`config.mk`:
```
export PLATFORM = sky130hd
export DESIGN_NAME = cic_interp
export DESIGN_NICKNAME = d
export VERILOG_FILES = /design/src/dsp_tx_pkg.sv /design/src/cic_interp.sv
export SDC_FILE = /design/constraint.sdc
export NUM_CORES = 1
export LEC_CHECK = 0
export BUFFER_PORTS_ARGS = -buffer_cell sky130_fd_sc_hd__buf_4
export CORE_MARGIN = 2
export CORE_UTILIZATION = 62
export DETAILED_ROUTE_END_ITERATION = 10
export PLACE_DENSITY = 0.76
export SYNTH_ARGS = -nofsm -noshare
export SYNTH_HDL_FRONTEND = slang
export SYNTH_SLANG_ARGS = --single-unit
```
`constraint.sdc`:
```
create_clock -name clk -period 9.37 [get_ports clk]
set_clock_uncertainty 0.2 [all_clocks]
set_input_delay 0.4685 -clock clk [delete_from_list [all_inputs] [get_ports clk]]
set_output_delay 0.4685 -clock clk [all_outputs]
set_load 0.005 [all_outputs]
```
`src/dsp_tx_pkg.sv`:
```
package dsp_tx_pkg;

   // Datapath widths
   localparam int SAMPLE_W = 32;
   localparam int BB_W     = 18;
   localparam int PHASE_W  = 32;
   localparam int DAC_W    = 24;

   localparam int CIC_ORDER = 4;
   localparam int CIC_ACC_W = 36;    // 18 + 3*log2(64) with margin

   localparam int CORDIC_W      = 24;
   localparam int CORDIC_STAGES = 22;
   localparam int UPC_LATENCY   = CORDIC_STAGES + 2;  // Input reg, stages, multiplier reg

   typedef logic        [SAMPLE_W-1:0] sample_word_t;  // I high, Q low
   typedef logic signed [BB_W-1:0]     bb_t;
   typedef logic        [PHASE_W-1:0]  phase_t;        // 2^32 is one turn
   typedef logic signed [DAC_W-1:0]    dac_word_t;

   typedef struct packed {
      bb_t i;
      bb_t q;
   } iq_t;

   // A quarter turn in rotator angle units
   localparam logic [CORDIC_W-1:0] CORDIC_QUARTER = 1 << (CORDIC_W - 2);

   // atan(2^-k) scaled so that 2^24 is one turn
   localparam logic [CORDIC_W-1:0] CORDIC_ATAN [CORDIC_STAGES] = '{
      24'd2097152, 24'd1238021, 24'd654136, 24'd332050, 24'd166669,
      24'd83416,   24'd41718,   24'd20860,  24'd10430,  24'd5215,
      24'd2608,    24'd1304,    24'd652,    24'd326,    24'd163,
      24'd81,      24'd41,      24'd20,     24'd10,     24'd5,
      24'd3,       24'd1
   };

endpackage

```
`src/cic_interp.sv`:
```
`timescale 1ns/1ps

module cic_interp (
   input  logic            clk,
   input  logic            rst,
   input  logic            run_i,
   input  logic            stb_i,
   input  logic [2:0]      rate_log2_i,
   input  dsp_tx_pkg::bb_t data_i,
   output dsp_tx_pkg::bb_t data_o
);

   typedef logic signed [dsp_tx_pkg::CIC_ACC_W-1:0] acc_t;

   acc_t       comb_dly [dsp_tx_pkg::CIC_ORDER];  // Last input of each comb
   acc_t       comb     [dsp_tx_pkg::CIC_ORDER];
   acc_t       integ    [dsp_tx_pkg::CIC_ORDER];
   acc_t       int_in;
   acc_t       scaled;
   logic       stb_d;
   logic       fits;
   logic [4:0] shift;

   // Combs at the input rate, outputs held between strobes
   always_ff @(posedge clk) begin
      if (rst || !run_i) begin
         for (int k = 0; k < dsp_tx_pkg::CIC_ORDER; k++) begin
            comb_dly[k] <= '0;
            comb[k]     <= '0;
         end
      end else if (stb_i) begin
         comb_dly[0] <= acc_t'(data_i);
         comb[0]     <= acc_t'(data_i) - comb_dly[0];
         for (int k = 1; k < dsp_tx_pkg::CIC_ORDER; k++) begin
            comb_dly[k] <= comb[k-1];
            comb[k]     <= comb[k-1] - comb_dly[k];
         end
      end
   end

   // Each comb result enters the integrators once, zeros in between
   always_ff @(posedge clk) begin
      if (rst || !run_i) begin
         stb_d <= 1'b0;
      end else begin
         stb_d <= stb_i;
      end
   end

   assign int_in = stb_d ? comb[dsp_tx_pkg::CIC_ORDER-1] : '0;

   always_ff @(posedge clk) begin
      if (rst || !run_i) begin
         for (int k = 0; k < dsp_tx_pkg::CIC_ORDER; k++) begin
            integ[k] <= '0;
         end
      end else begin
         integ[0] <= integ[0] + int_in;
         for (int k = 1; k < dsp_tx_pkg::CIC_ORDER; k++) begin
            integ[k] <= integ[k] + integ[k-1];
         end
      end
   end

   // Gain is rate cubed
   assign shift  = {rate_log2_i, 1'b0} + 5'(rate_log2_i);
   assign scaled = integ[dsp_tx_pkg::CIC_ORDER-1] >>> shift;
   assign fits   = (&scaled[dsp_tx_pkg::CIC_ACC_W-1:dsp_tx_pkg::BB_W-1]) ||
                   !(|scaled[dsp_tx_pkg::CIC_ACC_W-1:dsp_tx_pkg::BB_W-1]);

   always_ff @(posedge clk) begin
      if (rst || !run_i) begin
         data_o <= '0;
      end else if (fits) begin
         data_o <= scaled[dsp_tx_pkg::BB_W-1:0];
      end else begin
         // Clip to full scale
         data_o <= {scaled[dsp_tx_pkg::CIC_ACC_W-1],
                    {(dsp_tx_pkg::BB_W-1){!scaled[dsp_tx_pkg::CIC_ACC_W-1]}}};
      end
   end

endmodule

```
# Yosys cells after proc, flatten, opt, wreduce, memory -nomap -nowiden
# Memory sizes are Yosys's and may differ from the RTL's.
# Index checks and enable logic that the tools add are counted.
# totals
regBits,19
out_inout_bits,18
n_memories,3
in_bits,25
ramBits,432
# op_classes
n_reduce_logical,7
muxes,20
n_addsub,9
shifts,1
n_bitwise,12
# mem_list
name,words,word_bits,read_ports,rd_ports_with_merged_regs,write_ports,line_no,text
comb,4,36,4,0,4,cic_interp.sv:16,acc_t comb [dsp_tx_pkg::CIC_ORDER];
comb_dly,4,36,4,0,4,cic_interp.sv:15,acc_t comb_dly [dsp_tx_pkg::CIC_ORDER];
integ,4,36,4,0,4,cic_interp.sv:17,acc_t integ [dsp_tx_pkg::CIC_ORDER];
# ops
cell,n
36-bit 2-to-1 mux,13
36-bit adder,4
36-bit subtractor,3
36-bit by 5-bit >>> shifter with 36-bit output,1
18-bit by 36-bit subtractor with 36-bit output,1
19-bit AND reduction,1
19-bit OR reduction,1
18-bit 2-to-1 mux,1
1-bit OR,12
1-bit 2-to-1 mux,6
4-bit by 3-bit adder with 5-bit output,1
1-bit logical NOT,3
1-bit logical OR,2

# Depth between registers and ports, before layout
# logic_depth
ltp_word,6
mapped_depth,14

# Least setup slack after synthesis
# OpenSTA, ideal clock, no wires.
# synth_timing
kind,input to register
start,input port stb_i
end,memory comb[0][0] in the netlist's numbering (enable)
cell_stages,2
setup_slack_ps,1293
t_arrival_ps,7196
path_cell_list,clkbuf_1 -> nand2b_1
# synth_lines
element,line_no,text
start: declaration,cic_interp.sv:7,"input logic stb_i,"
end: declaration,cic_interp.sv:16,

==> run metrics <==
status finished, final reports clean; Clock Latency Late Sink 0.60 ns; Least-Margin Pin Slew 1.15 ns; Setup TNS 0 ns; CP Class register to register; Detailed Place HPWL 45800 um; IO buf count 42; Routed Antenna Nets 0; router iterations before antenna repair 5; relative slew slack 23.2%; number of distinct library cells after synthesis 79; crit path from integ[2][1]$_SDFF_PP0_; fin crit period 4.15 ns; Post-Syn Area 0.0293 mm^2; via total after detailed routing 22961; CTS tree yes; Gate Count Post-Synth 3141; Initial Utilization 62.9%; number of diodes 0; post_cts resized 0; first-pass GRT wire length 106000 um; Final nets 3449; Worst EP arrival 4.42 ns; Finished Cell Area 0.0317 mm^2; predominant post-synthesis flop cell edfxtp_1; Pleak 0.0146 uW; Hold Path Class input port to register; final hold vios 0; Max Cap Viol 0; Post-CTS Setup Bufs 0; Critical R2R Launch integ[2][1]$_SDFF_PP0_; final worst setup slack 5.22 ns; GRT Util Overall 25.6%; area of the core 0.0466 mm^2; YS warnings 0; FP Rows 79; hold path startpoint data_i[1]; P&R area growth vs syn 8.33%; cell taking the most area after synthesis edfxtp_1; Final Non-Filler Cells 3795; ranking of synthesized cells by area edfxtp_1, ha_1, dfxtp_1; Power Density 160 mW/mm^2; clock slew at reported path FFs 0.06 ns; Post-CTS Hold Fix Bufs 17; most common library cells after synthesis nor2_1, edfxtp_1, ha_1; placed cell count 3689; Avg Cell Area, Syn 9.32 um^2; Die H 221 um; Inserted Clock Buffers 49; initial antenna violation count 0; grt total ovfl 0; Hold WS 0.0522 ns; clock tree buffer depth 3; Synth top area share 27.7%; share of cells above drive strength 1 5.80%; die width 221 um; CP Data Required Time 9.64 ns; cell with the most instances after synthesis nor2_1; Final period util 44.3%; VDD IR max 0.174 mV; Max Fanout on Critical Path 5; #FFs+latches synth 433; Final GP Congestion 0.878; DR iter-0 viols 1242; crit path capture type register; Max Slew Vio Count 0; Post-synth EDFFs 270; DRT Wirelength 64000 um; I/O Pins 43; DR WL/cell 16.9 um; Async SR Flop Fraction 0%; Post-DP Area 0.0300 mm^2; vias in the first global route 22900; DRC violations left 0; startpoint types register; dpl ws 4.99 ns; sequential element share of the synthesized area 38.8%; root buf cell clkbuf_16; largest net degree at the start of global routing 121; die area 0.0490 mm^2; CTS HTree Levels 2; vias per std cell 6.05; setup repair after global routing missed its margin false; Peak Freq 241 MHz; TritonCTS Sinks 433; Finish-stage setup viols 0; syn_nets 3440
-- through the flow --
step | total power [uW] | utilization [%]
after floorplan | 3020 | -
after global placement | 3190 | 64.5
after detailed placement | 3230 | 64.5
after CTS | 5090 | 68.1
after global routing | 5290 | 68.1
final | 5060 | 68.1
-- where the power goes --
part	leakage (uW)	internal, uW	total (uW)	switching [uW]
registers	0.00445	2130	2160	39.1
logic	0.00943	437	1050	614
clock network	0.000754	1070	1850	777
total	0.0146	3630	5060	1430
-- path summary, 6_finish.rpt --
kind                                                     end  slack [ns]  cells past startpoint
worst max-delay path                 integ[3][35]$_SDFF_PP0_        5.22                     10
worst min-delay path            comb_dly[0][1]$_SDFFCE_PN0P_        0.05                      3
worst max register to register       integ[3][35]$_SDFF_PP0_        5.22                     10
worst min register to register  comb_dly[2][0]$_SDFFCE_PN0P_        0.37                      2
-- metal layers --
metal	vias to the layer above	GRT usage (%)	part of all wire (%)
met4	0	11.3	3.8
met5	-	0	0
met2	454	48.6	52
met3	167	2.99	3.1
li1	11474	-	-
met1	10866	28.5	41
-- logic make-up after synthesis --
logic type / count (synthesis) / share of synthesized area, %
muxes: 72 / 3.56
and+or+nand+nor: 1033 / 17.3
xor gates and xnor gates: 201 / 6.06
DFF: 433 / 38.8
adders and majority gates: 274 / 11.9
buffers and inverters: 297 / 3.93
AOI/OAI and AO/OA: 831 / 18.4
-- state kept, by name (all words and copies together) (netlist names) --
signal    flops
comb        144
integ       144
data_o       18
stb_d         1
comb_dly    126
-- worst max-delay path, stage by stage, from the launching register on --
cell and delay [ns]:
dfxtp_1 0.36, ha_1 0.31, a21o_1 0.14, nand4_1 0.14, a2111oi_0 0.87, nor2_1 0.25
o31a_1 0.41, o21ai_1 0.47, a21oi_1 0.23, o211a_1 0.26, or3_1 0.38
-- cell usage in the layout, fill, tap and decap left out, types with 10 or more instances in the layout --
master         instances
o211ai_1              19
o21a_1                36
a21o_1               154
dlygate4sd3_1         17
and3_1               157
xnor2_1              100
and2_1                64
or2_2                 14
nor3b_1               11
edfxtp_1             270
nor2_1               355
nand3_1               39
o31ai_1               10
nand2b_1              39
ha_1                 265
inv_1                182
or3_1                 17
mux2i_1               34
nand2_1              188
clkbuf_1              10
nor3_1                55
mux2_2                16
clkinv_2              10
clkbuf_16             51
a21oi_1              230
a211oi_1              36
dfxtp_1              163
a31oi_1               36
mux4_2                12
buf_4                 56
o21bai_1              39
a211o_1               11
clkinv_1              10
xor2_1                99
nor2b_1               36
a311oi_1              10
o21ai_0              147
nand4_1               21
a41oi_1               13
-- area by class of cell --
type / instances / area (um^2)
Multi-Input combinational cell: 2411 / 16800
Timing Repair Buffer: 73 / 591
Clock buffer: 64 / 1360
Fill cell: 3559 / 14800
Inverter: 182 / 683
Sequential cell: 433 / 11400
Tap cell: 607 / 759
Clock inverter: 25 / 173
No activity file was read; power rests on OpenSTA's default activity.
