$ cat config.mk
export PLATFORM = sky130hd
export DESIGN_NAME = tx_settings
export DESIGN_NICKNAME = d
export VERILOG_FILES = /design/src/dsp_tx_pkg.sv /design/src/tx_regs_pkg.sv /design/src/tx_settings.sv
export SDC_FILE = /design/constraint.sdc
export NUM_CORES = 1
export LEC_CHECK = 0
export ABC_AREA = 1
export BUFFER_PORTS_ARGS = -buffer_cell sky130_fd_sc_hd__buf_2
export CAP_MARGIN = 20
export CORE_UTILIZATION = 47
export DETAILED_ROUTE_END_ITERATION = 16
export PLACE_DENSITY = 0.81
export SLEW_MARGIN = 20
export SYNTH_ARGS = -nofsm -noshare
export SYNTH_HDL_FRONTEND = slang
export SYNTH_SLANG_ARGS = --single-unit
$ cat constraint.sdc
create_clock -name clk -period 1.3 [get_ports clk]
set_input_delay 0.065 -clock clk [delete_from_list [all_inputs] [get_ports clk]]
set_output_delay 0.065 -clock clk [all_outputs]
set_load 0.05 [all_outputs]
$ cat src/dsp_tx_pkg.sv
package dsp_tx_pkg;

   // Datapath widths
   localparam int SAMPLE_W = 32;
   localparam int BB_W     = 18;
   localparam int PHASE_W  = 32;
   localparam int DAC_W    = 24;

   localparam int CIC_ORDER = 4;
   localparam int CIC_ACC_W = 36;    // 18 + 3*log2(64) with margin

   localparam int CORDIC_W      = 24;
   localparam int CORDIC_STAGES = 22;
   localparam int UPC_LATENCY   = CORDIC_STAGES + 2;  // Input reg, stages, multiplier reg

   typedef logic        [SAMPLE_W-1:0] sample_word_t;  // I high, Q low
   typedef logic signed [BB_W-1:0]     bb_t;
   typedef logic        [PHASE_W-1:0]  phase_t;        // 2^32 is one turn
   typedef logic signed [DAC_W-1:0]    dac_word_t;

   typedef struct packed {
      bb_t i;
      bb_t q;
   } iq_t;

   // A quarter turn in rotator angle units
   localparam logic [CORDIC_W-1:0] CORDIC_QUARTER = 1 << (CORDIC_W - 2);

   // atan(2^-k) scaled so that 2^24 is one turn
   localparam logic [CORDIC_W-1:0] CORDIC_ATAN [CORDIC_STAGES] = '{
      24'd2097152, 24'd1238021, 24'd654136, 24'd332050, 24'd166669,
      24'd83416,   24'd41718,   24'd20860,  24'd10430,  24'd5215,
      24'd2608,    24'd1304,    24'd652,    24'd326,    24'd163,
      24'd81,      24'd41,      24'd20,     24'd10,     24'd5,
      24'd3,       24'd1
   };

endpackage

$ cat src/tx_regs_pkg.sv
package tx_regs_pkg;

   // Register map
   localparam logic [7:0] TX_BASE       = 8'd0;
   localparam logic [7:0] REG_PHASE_INC = 8'd0;
   localparam logic [7:0] REG_SCALE     = 8'd1;   // scale_i high, scale_q low
   localparam logic [7:0] REG_RATE      = 8'd2;

   typedef logic signed [15:0] scale_t;          // Q1.14
   typedef logic        [7:0]  rate_t;

   // 1.0 in Q1.14
   localparam scale_t SCALE_ONE = 16'sd16384;

   // Decoded configuration as seen by the datapath
   typedef struct packed {
      dsp_tx_pkg::phase_t phase_inc;
      scale_t             scale_i;
      scale_t             scale_q;
      rate_t              interp_rate;
      logic [2:0]         rate_log2;
   } tx_cfg_t;

endpackage

$ cat src/tx_settings.sv
`timescale 1ns/1ps

module tx_settings (
   input  logic                 clk,
   input  logic                 rst,
   input  logic                 set_stb_i,
   input  logic [7:0]           set_addr_i,
   input  logic [31:0]          set_data_i,
   output tx_regs_pkg::tx_cfg_t cfg_o
);

   logic wr_phase;
   logic wr_scale;
   logic wr_rate;

   // Position of the highest set bit
   function automatic logic [2:0] rate_to_log2(input tx_regs_pkg::rate_t rate);
      logic [2:0] lg;
      lg = '0;
      for (int b = 1; b < 8; b++) begin
         if (rate[b]) begin
            lg = 3'(b);
         end
      end
      return lg;
   endfunction

   assign wr_phase = set_stb_i &&
                     (set_addr_i == 8'(tx_regs_pkg::TX_BASE + tx_regs_pkg::REG_PHASE_INC));
   assign wr_scale = set_stb_i &&
                     (set_addr_i == 8'(tx_regs_pkg::TX_BASE + tx_regs_pkg::REG_SCALE));
   assign wr_rate  = set_stb_i &&
                     (set_addr_i == 8'(tx_regs_pkg::TX_BASE + tx_regs_pkg::REG_RATE));

   always_ff @(posedge clk) begin
      if (rst) begin
         cfg_o.phase_inc   <= '0;
         cfg_o.scale_i     <= tx_regs_pkg::SCALE_ONE;
         cfg_o.scale_q     <= tx_regs_pkg::SCALE_ONE;
         cfg_o.interp_rate <= 8'd1;
         cfg_o.rate_log2   <= '0;
      end else begin
         if (wr_phase) begin
            cfg_o.phase_inc <= set_data_i;
         end
         if (wr_scale) begin
            cfg_o.scale_i <= set_data_i[31:16];
            cfg_o.scale_q <= set_data_i[15:0];
         end
         if (wr_rate) begin
            cfg_o.interp_rate <= set_data_i[7:0];
            cfg_o.rate_log2   <= rate_to_log2(set_data_i[7:0]);  // Shift for the CIC gain
         end
      end
   end

   // Only powers of two keep the CIC gain an exact shift
   a_rate_pow2: assert property (@(posedge clk) disable iff (rst)
      wr_rate |-> (set_data_i[7:0] inside {8'd1, 8'd2, 8'd4, 8'd8, 8'd16, 8'd32, 8'd64}))
      else $error("tx_settings: rate %0d is not a power of two up to 64", set_data_i[7:0]);

endmodule

* Word-level counts from Yosys, hierarchy flattened
Cells that the tools add are included.
Word-level totals: register bits after elaboration 75, bits of input ports 43, output and inout bits 75, logic and storage cells 18
Cells by class: eq/ne operators 2, muxes and demuxes 7, reductions and logical operators 4
Operators by type and width (number):
- $mux W3 | 6
- $eq A8 B1 Y1 const B | 1
- $eq A8 B2 Y1 const B | 1
- $logic_not A8 Y1 | 1
- $logic_and A1 B1 Y1 | 3
- $mux W1 | 1

* Depth between registers and ports, before layout
word-level depth 7, depth in mapped cells 8, mapped depth without buffers 8

* Worst setup path after synthesis
OpenSTA, ideal clock, no wires.
path kind input -> register, start point input port set_addr_i[7], end point register cfg_o[43] (netlist name), library setup time 0.132 ns, arrival 0.813 ns, slack 0.355 ns, cell stages on the path 7, path buffers 1, path through nor2_2 -> nand2_2 -> nor2_8 -> nand2_1 -> buf_2 -> nand2_1 -> a21oi_1
Between the ends: word-level cells in the longest chain between the ends 2
RTL lines:
- start, declared | line tx_settings.sv:7 | input logic [7:0] set_addr_i,
- $logic_not A8 Y1 | line tx_settings.sv:29 | (set_addr_i == 8'(tx_regs_pkg::TX_BASE + tx_regs_pkg::REG_PHASE_INC));
- $logic_and A1 B1 Y1 | line tx_settings.sv:28 | assign wr_phase = set_stb_i &&
- end, declared | line tx_settings.sv:9 | output tx_regs_pkg::tx_cfg_t cfg_o
Every way passes these cells. A chain may end at the register's enable or synchronous reset.

* Worst setup path in the final report
start point register cfg_o[18] (netlist name), end point output port cfg_o[18] (netlist name)
No word-level cell between the ends.

==> results.py <==
metrics = {
    "sta": {
        "clock.fmax_ghz": 0.9450,
        "setup_violations": 0,
        "slew_headroom": 0.7848,
        "rsz0062_at_grt": "false",
        "final_hold_viol_count": 0,
        "finalCritPeriodShare": 0.8140,
        "tns_ns": 0,
        "fin_skew_ns": 0,
        "worstMarginPinSlew_ns": 0.3228,
        "maxSlewViolCount": 0,
        "fin_crit_ns": 1.058,
    },
    "pwr": {
        "p_total_mw": 4.917,
        "pwr-share-seq": 0.468,
        "netSwitchingFraction": 0.2089,
        "p_leak_nw": 1.755,
        "p_int_mw": 3.890,
        "comb_power_share": 0.061,
        "peakVddDrop_uv": 738.1,
        "power_density_nw_per_um2": 1229,
        "p_sw_mw": 1.027,
        "clockPowerShare": 0.471,
    },
    "floorplan": {
        "die_w_um": 80.18,
        "core_um2": 5921,
        "ios": 118,
        "die-area_um2": 6429,
        "fp.dieH_um": 80.18,
        "num_rows": 28,
        "initial_utilization": 0.4852,
    },
    "critical_path": {
        "required_ns": 1.24,
        "worstPathArrival_ns": 0.99,
        "path_cells": "buf_2",
        "r2r_slack_ns": 0.64,
        "r2r-end": "cfg_o[30]",
        "slowest_delay_ns": 0.37,
        "cpMaxStageDelayCell": "dfxtp_1",
        "cpLargestDelayFamily": "flip-flops",
        "end_kind": "primary output",
        "r2r_cells": 2,
        "crit_buf_inv": 1,
        "worst-path-stages": 1,
        "crit_type": "reg -> out",
        "cp_max_fo": 2,
        "r2r_start": "cfg_o[30]",
        "critPathLaunchType": "flip-flop",
    },
    "detailed_routing": {
        "first_pass_iters": 4,
        "wirelength_um": 8244,
        "detail_route.iter0.violations": 174,
        "vias": 2979,
        "drc": 0,
        "postRouteAntennaNets": 0,
        "via_per_inst": 5.145,
        "drt-wirelength-per-cell_um": 14.24,
    },
    "finish": {
        "reg.largest.list": "cfg_o: 75 flops",
        "largest_reg_flops": 75,
        "fin_util": 0.6756,
        "num_antenna_cells": 0,
        "drive_gt1_frac": 0.2956,
        "syn_to_final_growth_pct": 39.24,
        "multiInputGateArea_um2": 1181,
        "nets": 542,
        "ff_latch_area_um2": 1501,
        "fillers": 509,
        "largest_register": "cfg_o",
    },
    "clocking": {
        "cts_made_buffers": 9,
        "root_buffer": "clkbuf_8",
        "hold_buffers": 23,
        "ctsResizeCount": 0,
        "path_clk_slew_ns": 0.07,
        "post_cts_buffers": 0,
        "numClockSinks": 75,
        "insertion_delay_ns": 0.34,
        "ctsHtreeMaxLevel": 3,
        "cts_tree": "done",
        "cts_buffer_depth": 2,
    },
    "global_route": {
        "grt_util_met2": 0.4444,
        "grt_antenna_before_repair": 0,
        "grt_max_degree": 65,
        "met3_usage": 0.07955,
        "grt-ovfl-total": 0,
        "use_met1": 0.3052,
        "track_usage": 0.2610,
        "grt_pass1_wl_um": 12770,
        "grt_pass1_vias": 2758,
        "gr-max-usage-layer": "met2",
    },
    "worst_hold_path": {
        "holdCritPathClass": "in -> reg",
        "hold_path_end": "cfg_o[61]",
        "hold_path_depth": 3,
        "min_from": "set_data_i[18]",
    },
    "synth": {
        "synth_cells": 367,
        "ys_types": 17,
        "seq_area_frac_synth": 0.5226,
        "ys_warn_count": 0,
        "ys_ff_latch": 75,
        "synth_area_leader_cell": "dfxtp_1",
        "synth_top_area_frac": 0.5226,
        "syn_area_per_cell_um2": 7.828,
        "syn-num-nets": 410,
        "syn-cell-area_um2": 2873,
        "ys_top_cells_by_area": "dfxtp_1 (52%), nand3_1 (12%), a21oi_1 (11%)",
    },
    "place": {
        "gp_congestion": 0.7719,
        "place_hpwl_um": 5199,
        "io_buffers": 117,
    },
    "flow_run": {
        "drv_cap": 0,
    },
    "status": {
        "status": "finished clean",
    },
}
[layer usage]
metal / up-vias / share of wire
met4: 0 / 0.015
met3: 11 / 0.059
met2: 93 / 0.49
met5: - / 0
li1: 1479 / -
met1: 1396 / 0.43
[synth_stat cells]
library cell / instances
nor2_8: 1
buf_6: 1
clkinv_1: 1
nand3_1: 69
buf_2: 11
nand2_1: 81
inv_1: 9
a21oi_1: 64
nor2_1: 23
nor2_2: 2
clkbuf_1: 8
o21ai_0: 8
buf_4: 7
dfxtp_1: 75
nand2_2: 3
inv_2: 1
nor2_4: 3
[cell usage in the layout (no fill, tap or decap)]
cell / instances
o21ai_0: 8
a21oi_1: 64
nand2_2: 3
nor2_4: 3
bufinv_16: 4
buf_12: 4
clkinv_2: 1
nor2_1: 23
dfxtp_1: 75
inv_2: 1
nor2_8: 1
nand3_1: 69
buf_2: 117
nor2_2: 2
clkinv_1: 1
clkbuf_1: 2
clkbuf_8: 9
dlygate4sd3_1: 23
nand2_1: 81
inv_1: 9
buf_4: 4
[cells by family (layout without fill, tap and decap cells)]
| logic type | count (synthesis) | in the layout | synth area share |
|---|---|---|---|
| simple gates | 182 | 182 | 0.2857 |
| compound gates | 72 | 72 | 0.1254 |
| buf+inv | 38 | 175 | 0.06620 |
| flops | 75 | 75 | 0.5226 |
[worst max path at each step]
stage             startpoint   endpoint  slack [ns]
2_1_floorplan  set_addr_i[7]  cfg_o[43]        0.36
3_3_place_gp   set_addr_i[7]  cfg_o[24]        0.17
3_5_place_dp   set_addr_i[5]  cfg_o[41]        0.14
4_1_cts            cfg_o[30]  cfg_o[30]        0.24
5_1_grt            cfg_o[30]  cfg_o[30]        0.21
6_report           cfg_o[18]  cfg_o[18]        0.24
[stage by stage]
stage	cell area (µm²)	cells	hold WS (ns)	worst slack, ns
finish	4000	579	0.009245	0.2418
global route	4000	579	0.008997	0.2055
CTS	4000	579	0.003343	0.2434
detailed placement	3513	540	0.3377	0.1412
global placement	3513	540	0.3317	0.1748
floorplan	2873	367	0.1782	0.3551
[power by group through the flow]
stage | logic (mW) | registers (mW) | clock network (mW)
detailed placement | 0.238 | 2.35 | 0
global placement | 0.236 | 2.35 | 0
CTS | 0.293 | 2.30 | 2.33
finish | 0.299 | 2.30 | 2.32
floorplan | 0.106 | 2.37 | 0
global route | 0.321 | 2.30 | 2.42
[area by class of cell]
cell class / count / share of cell area
inverters: 11 / 0.01032
flip-flops and latches: 75 / 0.3754
multi-input cells: 254 / 0.2953
repair buffers: 148 / 0.2315
clock buffers: 11 / 0.03284
clock inverters: 5 / 0.03128
well taps: 75 / 0.02346
(Power assumes the default switching activity.)
