===== src/dsp_tx_pkg.sv =====
package dsp_tx_pkg;

   // Datapath widths
   localparam int SAMPLE_W = 32;
   localparam int BB_W     = 18;
   localparam int PHASE_W  = 32;
   localparam int DAC_W    = 24;

   localparam int CIC_ORDER = 4;
   localparam int CIC_ACC_W = 36;    // 18 + 3*log2(64) with margin

   localparam int CORDIC_W      = 24;
   localparam int CORDIC_STAGES = 22;
   localparam int UPC_LATENCY   = CORDIC_STAGES + 2;  // Input reg, stages, multiplier reg

   typedef logic        [SAMPLE_W-1:0] sample_word_t;  // I high, Q low
   typedef logic signed [BB_W-1:0]     bb_t;
   typedef logic        [PHASE_W-1:0]  phase_t;        // 2^32 is one turn
   typedef logic signed [DAC_W-1:0]    dac_word_t;

   typedef struct packed {
      bb_t i;
      bb_t q;
   } iq_t;

   // A quarter turn in rotator angle units
   localparam logic [CORDIC_W-1:0] CORDIC_QUARTER = 1 << (CORDIC_W - 2);

   // atan(2^-k) scaled so that 2^24 is one turn
   localparam logic [CORDIC_W-1:0] CORDIC_ATAN [CORDIC_STAGES] = '{
      24'd2097152, 24'd1238021, 24'd654136, 24'd332050, 24'd166669,
      24'd83416,   24'd41718,   24'd20860,  24'd10430,  24'd5215,
      24'd2608,    24'd1304,    24'd652,    24'd326,    24'd163,
      24'd81,      24'd41,      24'd20,     24'd10,     24'd5,
      24'd3,       24'd1
   };

endpackage


===== src/tx_regs_pkg.sv =====
package tx_regs_pkg;

   // Register map
   localparam logic [7:0] TX_BASE       = 8'd0;
   localparam logic [7:0] REG_PHASE_INC = 8'd0;
   localparam logic [7:0] REG_SCALE     = 8'd1;   // scale_i high, scale_q low
   localparam logic [7:0] REG_RATE      = 8'd2;

   typedef logic signed [15:0] scale_t;          // Q1.14
   typedef logic        [7:0]  rate_t;

   // 1.0 in Q1.14
   localparam scale_t SCALE_ONE = 16'sd16384;

   // Decoded configuration as seen by the datapath
   typedef struct packed {
      dsp_tx_pkg::phase_t phase_inc;
      scale_t             scale_i;
      scale_t             scale_q;
      rate_t              interp_rate;
      logic [2:0]         rate_log2;
   } tx_cfg_t;

endpackage


===== src/tx_strober.sv =====
`timescale 1ns/1ps

module tx_strober (
   input  logic                clk,
   input  logic                rst,
   input  logic                run_i,
   input  tx_regs_pkg::rate_t  rate_i,
   output logic                cic_stb_o,
   output logic                strobe_o
);

   tx_regs_pkg::rate_t count;

   // Pulse at zero, so the first one lands on the first run cycle
   assign cic_stb_o = run_i && (count == '0);

   always_ff @(posedge clk) begin
      if (rst || !run_i) begin
         count <= '0;
      end else if (count == '0) begin
         count <= rate_i - 8'd1;   // Rate 1 reloads to 0
      end else begin
         count <= count - 8'd1;
      end
   end

   // Sample request runs one cycle behind the CIC strobe for timing
   always_ff @(posedge clk) begin
      if (rst) begin
         strobe_o <= 1'b0;
      end else begin
         strobe_o <= cic_stb_o;
      end
   end

   a_no_strobe_idle: assert property (@(posedge clk) disable iff (rst)
      !$past(run_i) |-> !strobe_o)
      else $error("tx_strober: strobe_o high after an idle cycle");

endmodule


===== config.mk =====
export PLATFORM = sky130hd
export DESIGN_NAME = tx_strober
export DESIGN_NICKNAME = d
export VERILOG_FILES = /design/src/dsp_tx_pkg.sv /design/src/tx_regs_pkg.sv /design/src/tx_strober.sv
export SDC_FILE = /design/constraint.sdc
export NUM_CORES = 1
export LEC_CHECK = 0
export BUFFER_PORTS_ARGS = -buffer_cell sky130_fd_sc_hd__buf_2
export CAP_MARGIN = 20
export CORE_AREA = 2 2 39 41
export DETAILED_ROUTE_END_ITERATION = 8
export DIE_AREA = 0 0 41 43
export GPL_TIMING_DRIVEN = 1
export PLACE_DENSITY = 0.64
export SLEW_MARGIN = 10
export SYNTH_ARGS = -nofsm -noshare
export SYNTH_HDL_FRONTEND = slang
export SYNTH_SLANG_ARGS = --single-unit

===== constraint.sdc =====
create_clock -name clk -period 5.36 [get_ports clk]
set_input_delay 0 -clock clk [delete_from_list [all_inputs] [get_ports clk]]
set_output_delay 0 -clock clk [all_outputs]
set_load 0.1 [all_outputs]

# After elaboration in Yosys (flattened, before gate mapping)

Cells that the tools add are included.
W data, S select, Z words.

Add/sub/neg operators: 2
Muxes and demuxes: 1
Reduce and logical (&&, ||, !) cells: 4

Operator list:

| cell                  | count |
|---|---|
| $sub A8 B1 Y8 const B | 2 |
| $logic_not A8 Y1      | 1 |
| $mux W8               | 1 |
| $logic_and A1 B1 Y1   | 1 |
| $logic_not A1 Y1      | 1 |
| $logic_or A1 B1 Y1    | 1 |

Word-level logic and storage cells: 9
Input bits: 11
Register bits after elaboration: 9

# Logic depth before layout (Yosys ltp)

Gate-level depths: netlist (run 1).

Depth after elaboration: 2
Depth in mapped cells: 8
Mapped depth without buffers: 7

# Least setup slack after synthesis (run 1)

OpenSTA, ideal clock, no wires.

Path kind: register -> register
Start point: register count[4]
End point: register count[6]
Library setup time: 0.070 ns
Data required time: 5.290 ns
Arrival: 1.779 ns
Setup slack: 3.510 ns
Cell stages (with the launch flop): 8
Path buffers: 0
Cell sequence: dfxtp_1 > or4_4 > nor3_2 > a21oi_1 > ha_1 > nand3_1 > o21ai_0 > a21oi_1

Cells in the longest elaborated chain, start to end: 2

Ends and longest elaborated chain:

| what                                                     | RTL line                           | RTL |
|---|---|---|
| from (decl)                                              | tx_strober.sv:12                   | `tx_regs_pkg::rate_t count;` |
| from (signal assigned)                                   | tx_strober.sv:21                   | `count <= rate_i - 8'd1;` |
| from (signal assigned)                                   | tx_strober.sv:23                   | `count <= count - 8'd1;` |
| $sub A8 B1 Y8 / $logic_not A8 Y1 (equally long branches) | tx_strober.sv:23, tx_strober.sv:20 |  |
| $mux W8 *                                                | tx_strober.sv:20                   | `end else if (count == '0) begin` |

Every way passes the cells marked *; elsewhere a longest branch is shown, timed or not.
A chain may end at the register's enable or synchronous reset.

# Worst setup path after layout (run 1)

Start point: register count[7]
End point: output port cic_stb_o

Cells in the longest elaborated chain, start to end: 2

Ends and longest elaborated chain:

| what                | RTL line         | RTL |
|---|---|---|
| $logic_not A8 Y1    | tx_strober.sv:15 | `assign cic_stb_o = run_i && (count == '0);` |
| $logic_and A1 B1 Y1 | tx_strober.sv:15 |  |
| to (decl)           | tx_strober.sv:8  | `output logic cic_stb_o,` |

No other way between the ends.

==> results.yml, run 1 <==
global_route:
  gr-max-usage-layer: "met1"
  grt_pass1_vias: 472
  grtUsageMet3: 0.0314
  use_met2: 0.228
  grt_use_met1: 0.256
  grt_max_degree: 10
  grt_pass1_wl_mm: 2.04
  antenna_found_initial: 0
  gr-total-overflow: 0
  grt_use_total: 0.174
sta:
  setup_slack_ns: 3.32
  slew_viol_final: 0
  finalHoldViolCount: 0
  finalCritPeriodShare: 0.380
  fin_crit_ns: 2.04
  finalSetupViolations: 0
  grt_setup_unrepaired: "false"
  relSlewSlack: 0.482
  tightest_slew_ns: 0.770
  hold_slack_ns: 0.0415
  fin_setup_tns_ns: 0
  max_freq_mhz: 491
  finClkSkew_ns: 0.000319
outcome:
  status: "complete, no violations"
pwr:
  p_sw_uw: 257
  intPower_uw: 254
  combPwrFrac: 0.660
  sequentialPowerShare: 0.235
  p_leak_uw: 0.000244
  irDropWorstVdd_mv: 0.308
  swShare: 0.503
  p_per_area_nw_per_um2: 798
  clock_power_share: 0.105
clock_tree:
  cts_num_sinks: 9
  clock_latency_ns: 0.26
  cts_buffers: 3
  clockBufferDepth: 2
  cts_tree: "yes"
  cts.htree.levels: 1
  clk_pin_slew_ns: 0.06
  cts_resized: 0
  cts_root_buf: "clkbuf_4"
drt:
  drt_iter0_markers: 12
  drc: 0
  routed-via-count: 539
  via_per_inst: 5.80
  drt-pass1-iter-count: 4
  totalWireLength_mm: 1.25
  ant_nets: 0
  wl_per_cell_um: 13.4
floorplan:
  ios: 13
  coreArea_sq_um: 1380
  die_height_um: 43
  initial_core_util: 0.383
  rows: 14
  fp.dieW_um: 41
  die_area_sq_um: 1760
cells_and_area:
  seq_area_sq_um: 180
  drive_gt1_frac: 0.286
  postLayoutCellArea_sq_um: 639
  multi_input_area_sq_um: 339
  finalNetCount: 90
  antenna_cells: 0
  syn_to_final_growth_pct: 20.5
  layout_common_cells: "12 x buf_2, 9 x dfxtp_1, 6 x a21oi_1, 5 x nor2_1"
  fillers: 139
  final_common_cell: "buf_2"
setup_path:
  critical_path_required_ns: 5.36
  cpPeakStageDelay_ns: 0.72
  crit_type: "reg2out"
  crit_chain: "nor4_1, and3_1, buf_2"
  cp_slowest_cell: "nor4_1"
  end_kind: "primary output"
  crit_fanout: 7
  r2r_start: "count[4]$_SDFF_PP0_"
  reg2reg_to: "count[4]$_SDFF_PP0_"
  critPathLaunchType: "flip-flop"
  reg2reg_slack_ns: 3.33
  reg2regPathDepth: 7
  cp_data_arrival_time_ns: 2.04
placed_design:
  preCtsSetupSlack_ns: 3.37
  routabilityCongestion: 0.787
  dp_hpwl_um: 967
  io_buffers: 12
  place_area_sq_um: 603
logic_synthesis:
  syn_area_sq_um: 531
  synth-seq-area-share: 0.340
  synth-seq-cells: 9
  synth_largest_area_cell: "dfxtp_1"
  async_flop_share: 0
  syn_area_per_cell_sq_um: 8.56
  yosys_most_used_dff: "dfxtp_1"
  synth-edff-count: 0
  synth.area.top_cells: "dfxtp_1 34%, nor4_2 7.1%, a21oi_1 5.7%, nor2_1 3.5%, nor4_1 3.5%"
  synth.distinct_cells: 28
  synthCells: 62
  ys_warn_count: 0
  netlist.area_leader.share: 0.340
  synthesis.nets: 74
min_path:
  hold_path_depth: 3
  whs_endpoint: "count[7]$_SDFF_PP0_"
  hold_path.class: "in2reg"
  hold_path.startpoint: "rate_i[7]"
flow_run:
  maxCapViolCount: 0
cell families after synthesis:
logic type / count (synthesis) / share of synthesized area
AO/OA/AOI/OAI: 18 / 0.231
flip-flops: 9 / 0.340
AND/OR/NAND/NOR: 28 / 0.335
adder cells (fa/ha/maj): 1 / 0.0236
buffers and inverters: 3 / 0.0212
XOR/XNOR: 3 / 0.0495
registers in the layout (all words and copies together) (netlist names):
name	cells
strobe_o	1
count	8
critical path, delay by kind of cell, from the launching register on:
kind,cells,cell delay (ns)
simple gates,2,0.96
buf+inv,1,0.42
flops,1,0.39
per-stage QoR:
| step | std cells | power [uW] | utilization |
|---|---|---|---|
| floorplan | 62 | 402 | - |
| global placement | 88 | 456 | 0.436 |
| detailed placement | 88 | 456 | 0.436 |
| CTS | 93 | 511 | 0.462 |
| global route | 93 | 554 | 0.462 |
| finish | 93 | 511 | 0.462 |
how the worst max path moves through the flow:
stage	start	endpoint	slack, ns	cells past startpoint
finish	count[7]$_SDFF_PP0_	cic_stb_o	3.32	3
global route	count[4]$_SDFF_PP0_	count[6]$_SDFF_PP0_	3.18	7
CTS	count[4]$_SDFF_PP0_	count[6]$_SDFF_PP0_	3.34	7
detailed placement	count[4]$_SDFF_PP0_	count[4]$_SDFF_PP0_	3.37	7
global placement	count[4]$_SDFF_PP0_	count[6]$_SDFF_PP0_	3.38	7
floorplan	count[4]$_SDFF_PP0_	count[6]$_SDFF_PP0_	3.51	7
cells in the mapped netlist, types with 2 or more instances:
cell type  instances
nand2_1            3
clkbuf_1           2
o21ai_0            2
nand2b_1           2
xnor2_1            2
a21oi_1            6
nand3_1            2
dfxtp_1            9
or3_1              2
nor4_1             3
nor2_1             5
nor3_1             3
a31o_2             2
nor4_2             3
and3_1             2
a211o_1            2
per-layer routing:
layer / up-vias / share of wire
li1: 274 / -
met1: 245 / 0.51
met2: 18 / 0.41
met3: 2 / 0.063
met4: 0 / 0.015
met5: - / 0
power by group through the flow:
stage          combinational (uW)  sequential [uW]  clock (uW)
3_5_place_dp                  334              121           0
4_1_cts                       336              120        55.5
2_1_floorplan                 269              133           0
3_3_place_gp                  334              121           0
5_1_grt                       371              124        58.7
6_report                      337              120        53.5
layout make-up:
class                   instances  share of cell area
repair buffers                 13               0.110
flip-flops and latches          9               0.282
multi-input cells              50               0.530
clock buffers                   4              0.0411
inverters                       1             0.00587
well taps                      16              0.0313
what timing repair did:
action,in CTS,in global routing
hold endpoints to repair,1,0
buffers inserted,0,0
hold buffers,1,0
Power figures use the tool's default switching activity.
==> inputs of run 2 (changes only) <==
==> constraint.sdc (replaced) <==
create_clock -name clk -period 1.9 [get_ports clk]
set_input_delay 0 -clock clk [delete_from_list [all_inputs] [get_ports clk]]
set_output_delay 0 -clock clk [all_outputs]
set_load 0.1 [all_outputs]
==> run 2 against run 1 <==
Against the previous run:
- via count rose by 15%
- clock skew rose by 0.0015 ns
- design area rose by 19%
- worst hold slack got worse by 0.0099 ns
- total power rose to 3.7 times the previous value
==> results.yml, run 2 (synthesis results as in run 1) <==
outcome:
  status: "complete, no violations"
floorplan:
  initial_core_util: 0.383
  rows: 14
  fp.dieW_um: 41
  die_height_um: 43
  coreArea_sq_um: 1380
  die_area_sq_um: 1760
  ios: 13
cells_and_area:
  final_common_cell: "buf_4"
  post-route-util: 0.549
  antenna_cells: 0
  top_register: "count"
  largest_reg_flops: 8
  reg_top3: "count (8), strobe_o (1)"
  drive_gt1_frac: 0.404
  postLayoutCellArea_sq_um: 759
  layout_common_cells: "12 x buf_4, 11 x buf_2, 9 x dfxtp_1, 6 x a21oi_1, 5 x nor2_1"
  finalNetCount: 102
  syn_to_final_growth_pct: 43.2
  fin_cells: 105
drt:
  drt_iter0_markers: 25
  routed-via-count: 620
  drt-pass1-iter-count: 4
  wl_per_cell_um: 14.4
  ant_nets: 0
  via_per_inst: 5.90
  totalWireLength_mm: 1.52
  drc: 0
min_path:
  hold_path_depth: 3
  hold_path.startpoint: "rate_i[7]"
  whs_endpoint: "count[7]$_SDFF_PP0_"
  hold_path.class: "in2reg"
global_route:
  grt_use_met1: 0.272
  grt_pass1_vias: 516
  grt_max_degree: 10
  gr-max-usage-layer: "met1"
  grtUsageMet3: 0.0681
  grt_pass1_wl_mm: 2.24
  antenna_found_initial: 0
  gr-total-overflow: 0
  grt_use_total: 0.198
  use_met2: 0.225
setup_path:
  reg2reg_slack_ns: 0.15
  critPathLaunchType: "flip-flop"
  cp_slowest_cell: "or4_4"
  crit_fanout: 4
  critPathMostFrequentCell: "a21oi_1"
  path_buf_inv: 0
  critical_path_required_ns: 2.09
  crit_chain: "or4_4, nor3_4, a21oi_1, ha_2, nand3_1, o21ai_0, a21oi_1"
  reg2reg_to: "count[6]$_SDFF_PP0_"
  cp_top_family: "simple AND/OR/NAND/NOR gates"
  cpPeakStageDelay_ns: 0.55
  end_kind: "flip-flop"
  r2r_start: "count[5]$_SDFF_PP0_"
  crit_type: "reg2reg"
  cp_data_arrival_time_ns: 1.95
  reg2regPathDepth: 7
sta:
  tightest_slew_ns: 0.581
  setup_slack_ns: 0.148
  finalCritPeriodShare: 0.922
  fin_crit_ns: 1.75
  finClkSkew_ns: 0.00177
  fin_setup_tns_ns: 0
  max_freq_mhz: 571
  finalHoldViolCount: 0
  finalSetupViolations: 0
  relSlewSlack: 0.609
  slew_viol_final: 0
  grt_setup_unrepaired: "true"
clock_tree:
  cts_buffers: 3
  clk_pin_slew_ns: 0.06
  cts.htree.levels: 1
  clock_latency_ns: 0.27
  clockBufferDepth: 2
  cts_num_sinks: 9
  cts_root_buf: "clkbuf_4"
  cts_tree: "yes"
pwr:
  p_leak_uw: 0.000310
  irDropWorstVdd_mv: 1.14
  p_per_area_nw_per_um2: 2470
placed_design:
  routabilityCongestion: 0.860
  preCtsSetupSlack_ns: 0.0471
  place_area_sq_um: 693
  dpl.cell_count: 98
  dp_hpwl_mm: 1.10
  io_buffers: 12
flow_run:
  maxCapViolCount: 0
run 2: changes by cell type in the layout (fill, tap and decap cells not counted), sizes merged:
cell | before | now
buf | 12 | 24
run 2: timing repair:
item,in CTS,in global routing
endpoints found under the hold margin,1,0
gates resized for setup,0,3
setup endpoints to repair,0,4
buffers inserted,0,2
hold buffers,1,0
run 2: worst register-to-register path, stage by stage, from the launching register on:
cell,delay (ns)
dfxtp_1,0.31
or4_4,0.55
nor3_4,0.18
a21oi_1,0.11
ha_2,0.21
nand3_1,0.09
o21ai_0,0.09
a21oi_1,0.14
run 2: metrics by stage:
stage          hold WS, ns  total power, uW
3_3_place_gp         0.280             1560
4_1_cts             0.0279             1730
5_1_grt             0.0444             2000
3_5_place_dp         0.273             1570
6_report            0.0316             1880
2_1_floorplan       0.0971             1130
run 2: where the power goes:
group          internal [uW]  total, uW  switching, uW
logic                    680       1410            729
clock network           81.2        152           71.0
registers                259        314           55.2
run 2: routing by layer:
metal	part of all wire	up-vias	wire, um
met5	0	-	0
met2	0.43	22	647
li1	-	296	-
met4	0.039	0	59
met1	0.48	296	725
met3	0.055	6	84
run 2: layout make-up:
| type | count | area (sq um) |
|---|---|---|
| Multi-Input combinational cell | 50 | 354 |
| Timing Repair Buffer | 25 | 175 |
| Inverter | 1 | 3.75 |
| Fill cell | 137 | 624 |
| Sequential cell | 9 | 180 |
| Tap cell | 16 | 20.0 |
| Clock buffer | 4 | 26.3 |
run 2: worst max path at each step:
| stage | startpoint | endpoint | cells after the start |
|---|---|---|---|
| 6_report | count[5]$_SDFF_PP0_ | count[6]$_SDFF_PP0_ | 7 |
| 5_1_grt | count[5]$_SDFF_PP0_ | count[6]$_SDFF_PP0_ | 7 |
| 4_1_cts | count[5]$_SDFF_PP0_ | count[6]$_SDFF_PP0_ | 7 |
| 3_5_place_dp | count[5]$_SDFF_PP0_ | count[6]$_SDFF_PP0_ | 7 |
| 3_3_place_gp | count[5]$_SDFF_PP0_ | count[6]$_SDFF_PP0_ | 7 |
| 2_1_floorplan | count[4]$_SDFF_PP0_ | count[6]$_SDFF_PP0_ | 7 |
==> inputs of run 3 (changes only) <==
==> constraint.sdc (replaced) <==
create_clock -name clk -period 1.95 [get_ports clk]
set_input_delay 0 -clock clk [delete_from_list [all_inputs] [get_ports clk]]
set_output_delay 0 -clock clk [all_outputs]
set_load 0.1 [all_outputs]
==> run 3 against run 2 <==
Against the previous run:
- design area down 5.1%
- total power fell by 8.8%
- first-iteration DRC count shrank 24%
- clock power is 3% lower
- critical path depth stayed put
- largest power group unchanged
- global-route usage is 0.85 points lower
- clock skew rose by 0.0030 ns
- non-clock buffer count is 4 lower
- setup slack worse by 0.081 ns
==> results.yml, run 3 (synthesis results as in run 1) <==
outcome:
  status: "complete, no violations"
setup_path:
  cp_data_arrival_time_ns: 2.07
  crit_type: "reg2reg"
  cp_slowest_cell: "or4_4"
  cp_top_family: "simple AND/OR/NAND/NOR gates"
  critPathLaunchType: "flip-flop"
  cpPeakStageDelay_ns: 0.56
  path_buf_inv: 0
  critPathMostFrequentCell: "a21oi_1"
  critical_path_required_ns: 2.14
  end_kind: "flip-flop"
  crit_chain: "or4_4, nor3_4, a21oi_1, ha_1, nand2_1, o22ai_1, a21oi_1"
  crit_fanout: 4
sta:
  finalCritPeriodShare: 0.966
  relSlewSlack: 0.618
  fin_crit_ns: 1.88
  grt_setup_unrepaired: "false"
  finalSetupViolations: 0
  finalHoldViolCount: 0
  max_freq_mhz: 531
  setup_slack_ns: 0.0670
  tightest_slew_ns: 0.568
  finClkSkew_ns: 0.00474
  fin_setup_tns_ns: 0
  slew_viol_final: 0
drt:
  totalWireLength_mm: 1.38
  wl_per_cell_um: 13.7
  routed-via-count: 580
  drt-pass1-iter-count: 4
  drt_iter0_markers: 19
  via_per_inst: 5.74
  ant_nets: 0
  drc: 0
clock_tree:
  clk_pin_slew_ns: 0.06
  clock_latency_ns: 0.27
  post-cts-setup-buffers: 0
  cts.htree.levels: 1
  cts_tree: "yes"
  cts_root_buf: "clkbuf_4"
  cts_buffers: 3
  clockBufferDepth: 2
  cts_num_sinks: 9
cells_and_area:
  layout_common_cells: "11 x buf_2, 9 x dfxtp_1, 8 x buf_4, 6 x a21oi_1, 5 x nor2_1"
  drive_gt1_frac: 0.353
  largest_reg_flops: 8
  top_register: "count"
  antenna_cells: 0
  finalNetCount: 98
  syn_to_final_growth_pct: 35.8
  reg_top3: "count (8), strobe_o (1)"
  final_common_cell: "buf_2"
global_route:
  grt_pass1_vias: 497
  gr-total-overflow: 0
  grt_use_total: 0.190
  grt_pass1_wl_mm: 2.13
  grt_max_degree: 10
  antenna_found_initial: 0
pwr:
  p_leak_uw: 0.000288
  p_per_area_nw_per_um2: 2370
  irDropWorstVdd_mv: 1.28
  total_power_uw: 1710
floorplan:
  rows: 14
  initial_core_util: 0.383
  coreArea_sq_um: 1380
  die_height_um: 43
  ios: 13
  fp.dieW_um: 41
  die_area_sq_um: 1760
flow_run:
  maxCapViolCount: 0
placed_design:
  io_buffers: 12
  dp_hpwl_mm: 1.08
  routabilityCongestion: 0.878
  preCtsSetupSlack_ns: 0.0785
min_path:
  hold_path.class: "in2reg"
run 3: layout make-up:
type,count,area (sq um)
Multi-Input combinational cell,50,345
Tap cell,16,20.0
Clock buffer,4,26.3
Timing Repair Buffer,21,145
Fill cell,135,663
Inverter,1,3.75
Sequential cell,9,180
run 3: where the power goes:
| group | switching, uW | internal, uW |
|---|---|---|
| Sequential | 63.7 | 253 |
| Clock | 67.7 | 79.0 |
| Combinational | 653 | 594 |
| Total | 784 | 926 |
run 3: worst reg2reg max path, delay by kind of cell (launching register included):
family	cells	cell delay, ns
and+or+nand+nor	3	0.90
AOI/OAI and AO/OA	3	0.33
DFF	1	0.34
adders and majority gates	1	0.24
run 3: per-layer routing:
metal  track usage  routed length [um]
met2         0.253                 603
met4         0.140                  45
met1         0.252                 637
met3        0.0471                  95
met5             0                   0
run 3: stage by stage:
stage                util  instance area [sq um]  std cells  hold WS [ns]
floorplan               -                    531         62        0.0971
global placement    0.490                    678         96         0.267
detailed placement  0.490                    678         96         0.278
CTS                 0.516                    714        101        0.0315
global route        0.521                    721        101        0.0547
finish              0.521                    721        101        0.0341
run 3: path summary, 6_finish.rpt:
path | depth (start not counted) | start | endpoint | slack [ns]
min reg2reg | 1 | count[0]$_SDFF_PP0_ | count[0]$_SDFF_PP0_ | 0.49
min | 3 | rate_i[7] | count[7]$_SDFF_PP0_ | 0.03
max reg2reg | 7 | count[5]$_SDFF_PP0_ | count[4]$_SDFF_PP0_ | 0.07
max | 7 | count[5]$_SDFF_PP0_ | count[4]$_SDFF_PP0_ | 0.07
run 3: what timing repair did:
action	4_1_cts	5_1_grt
hold endpoints to repair	1	0
hold buffers	1	0
resized for setup	0	1
endpoints found under the setup margin	0	2
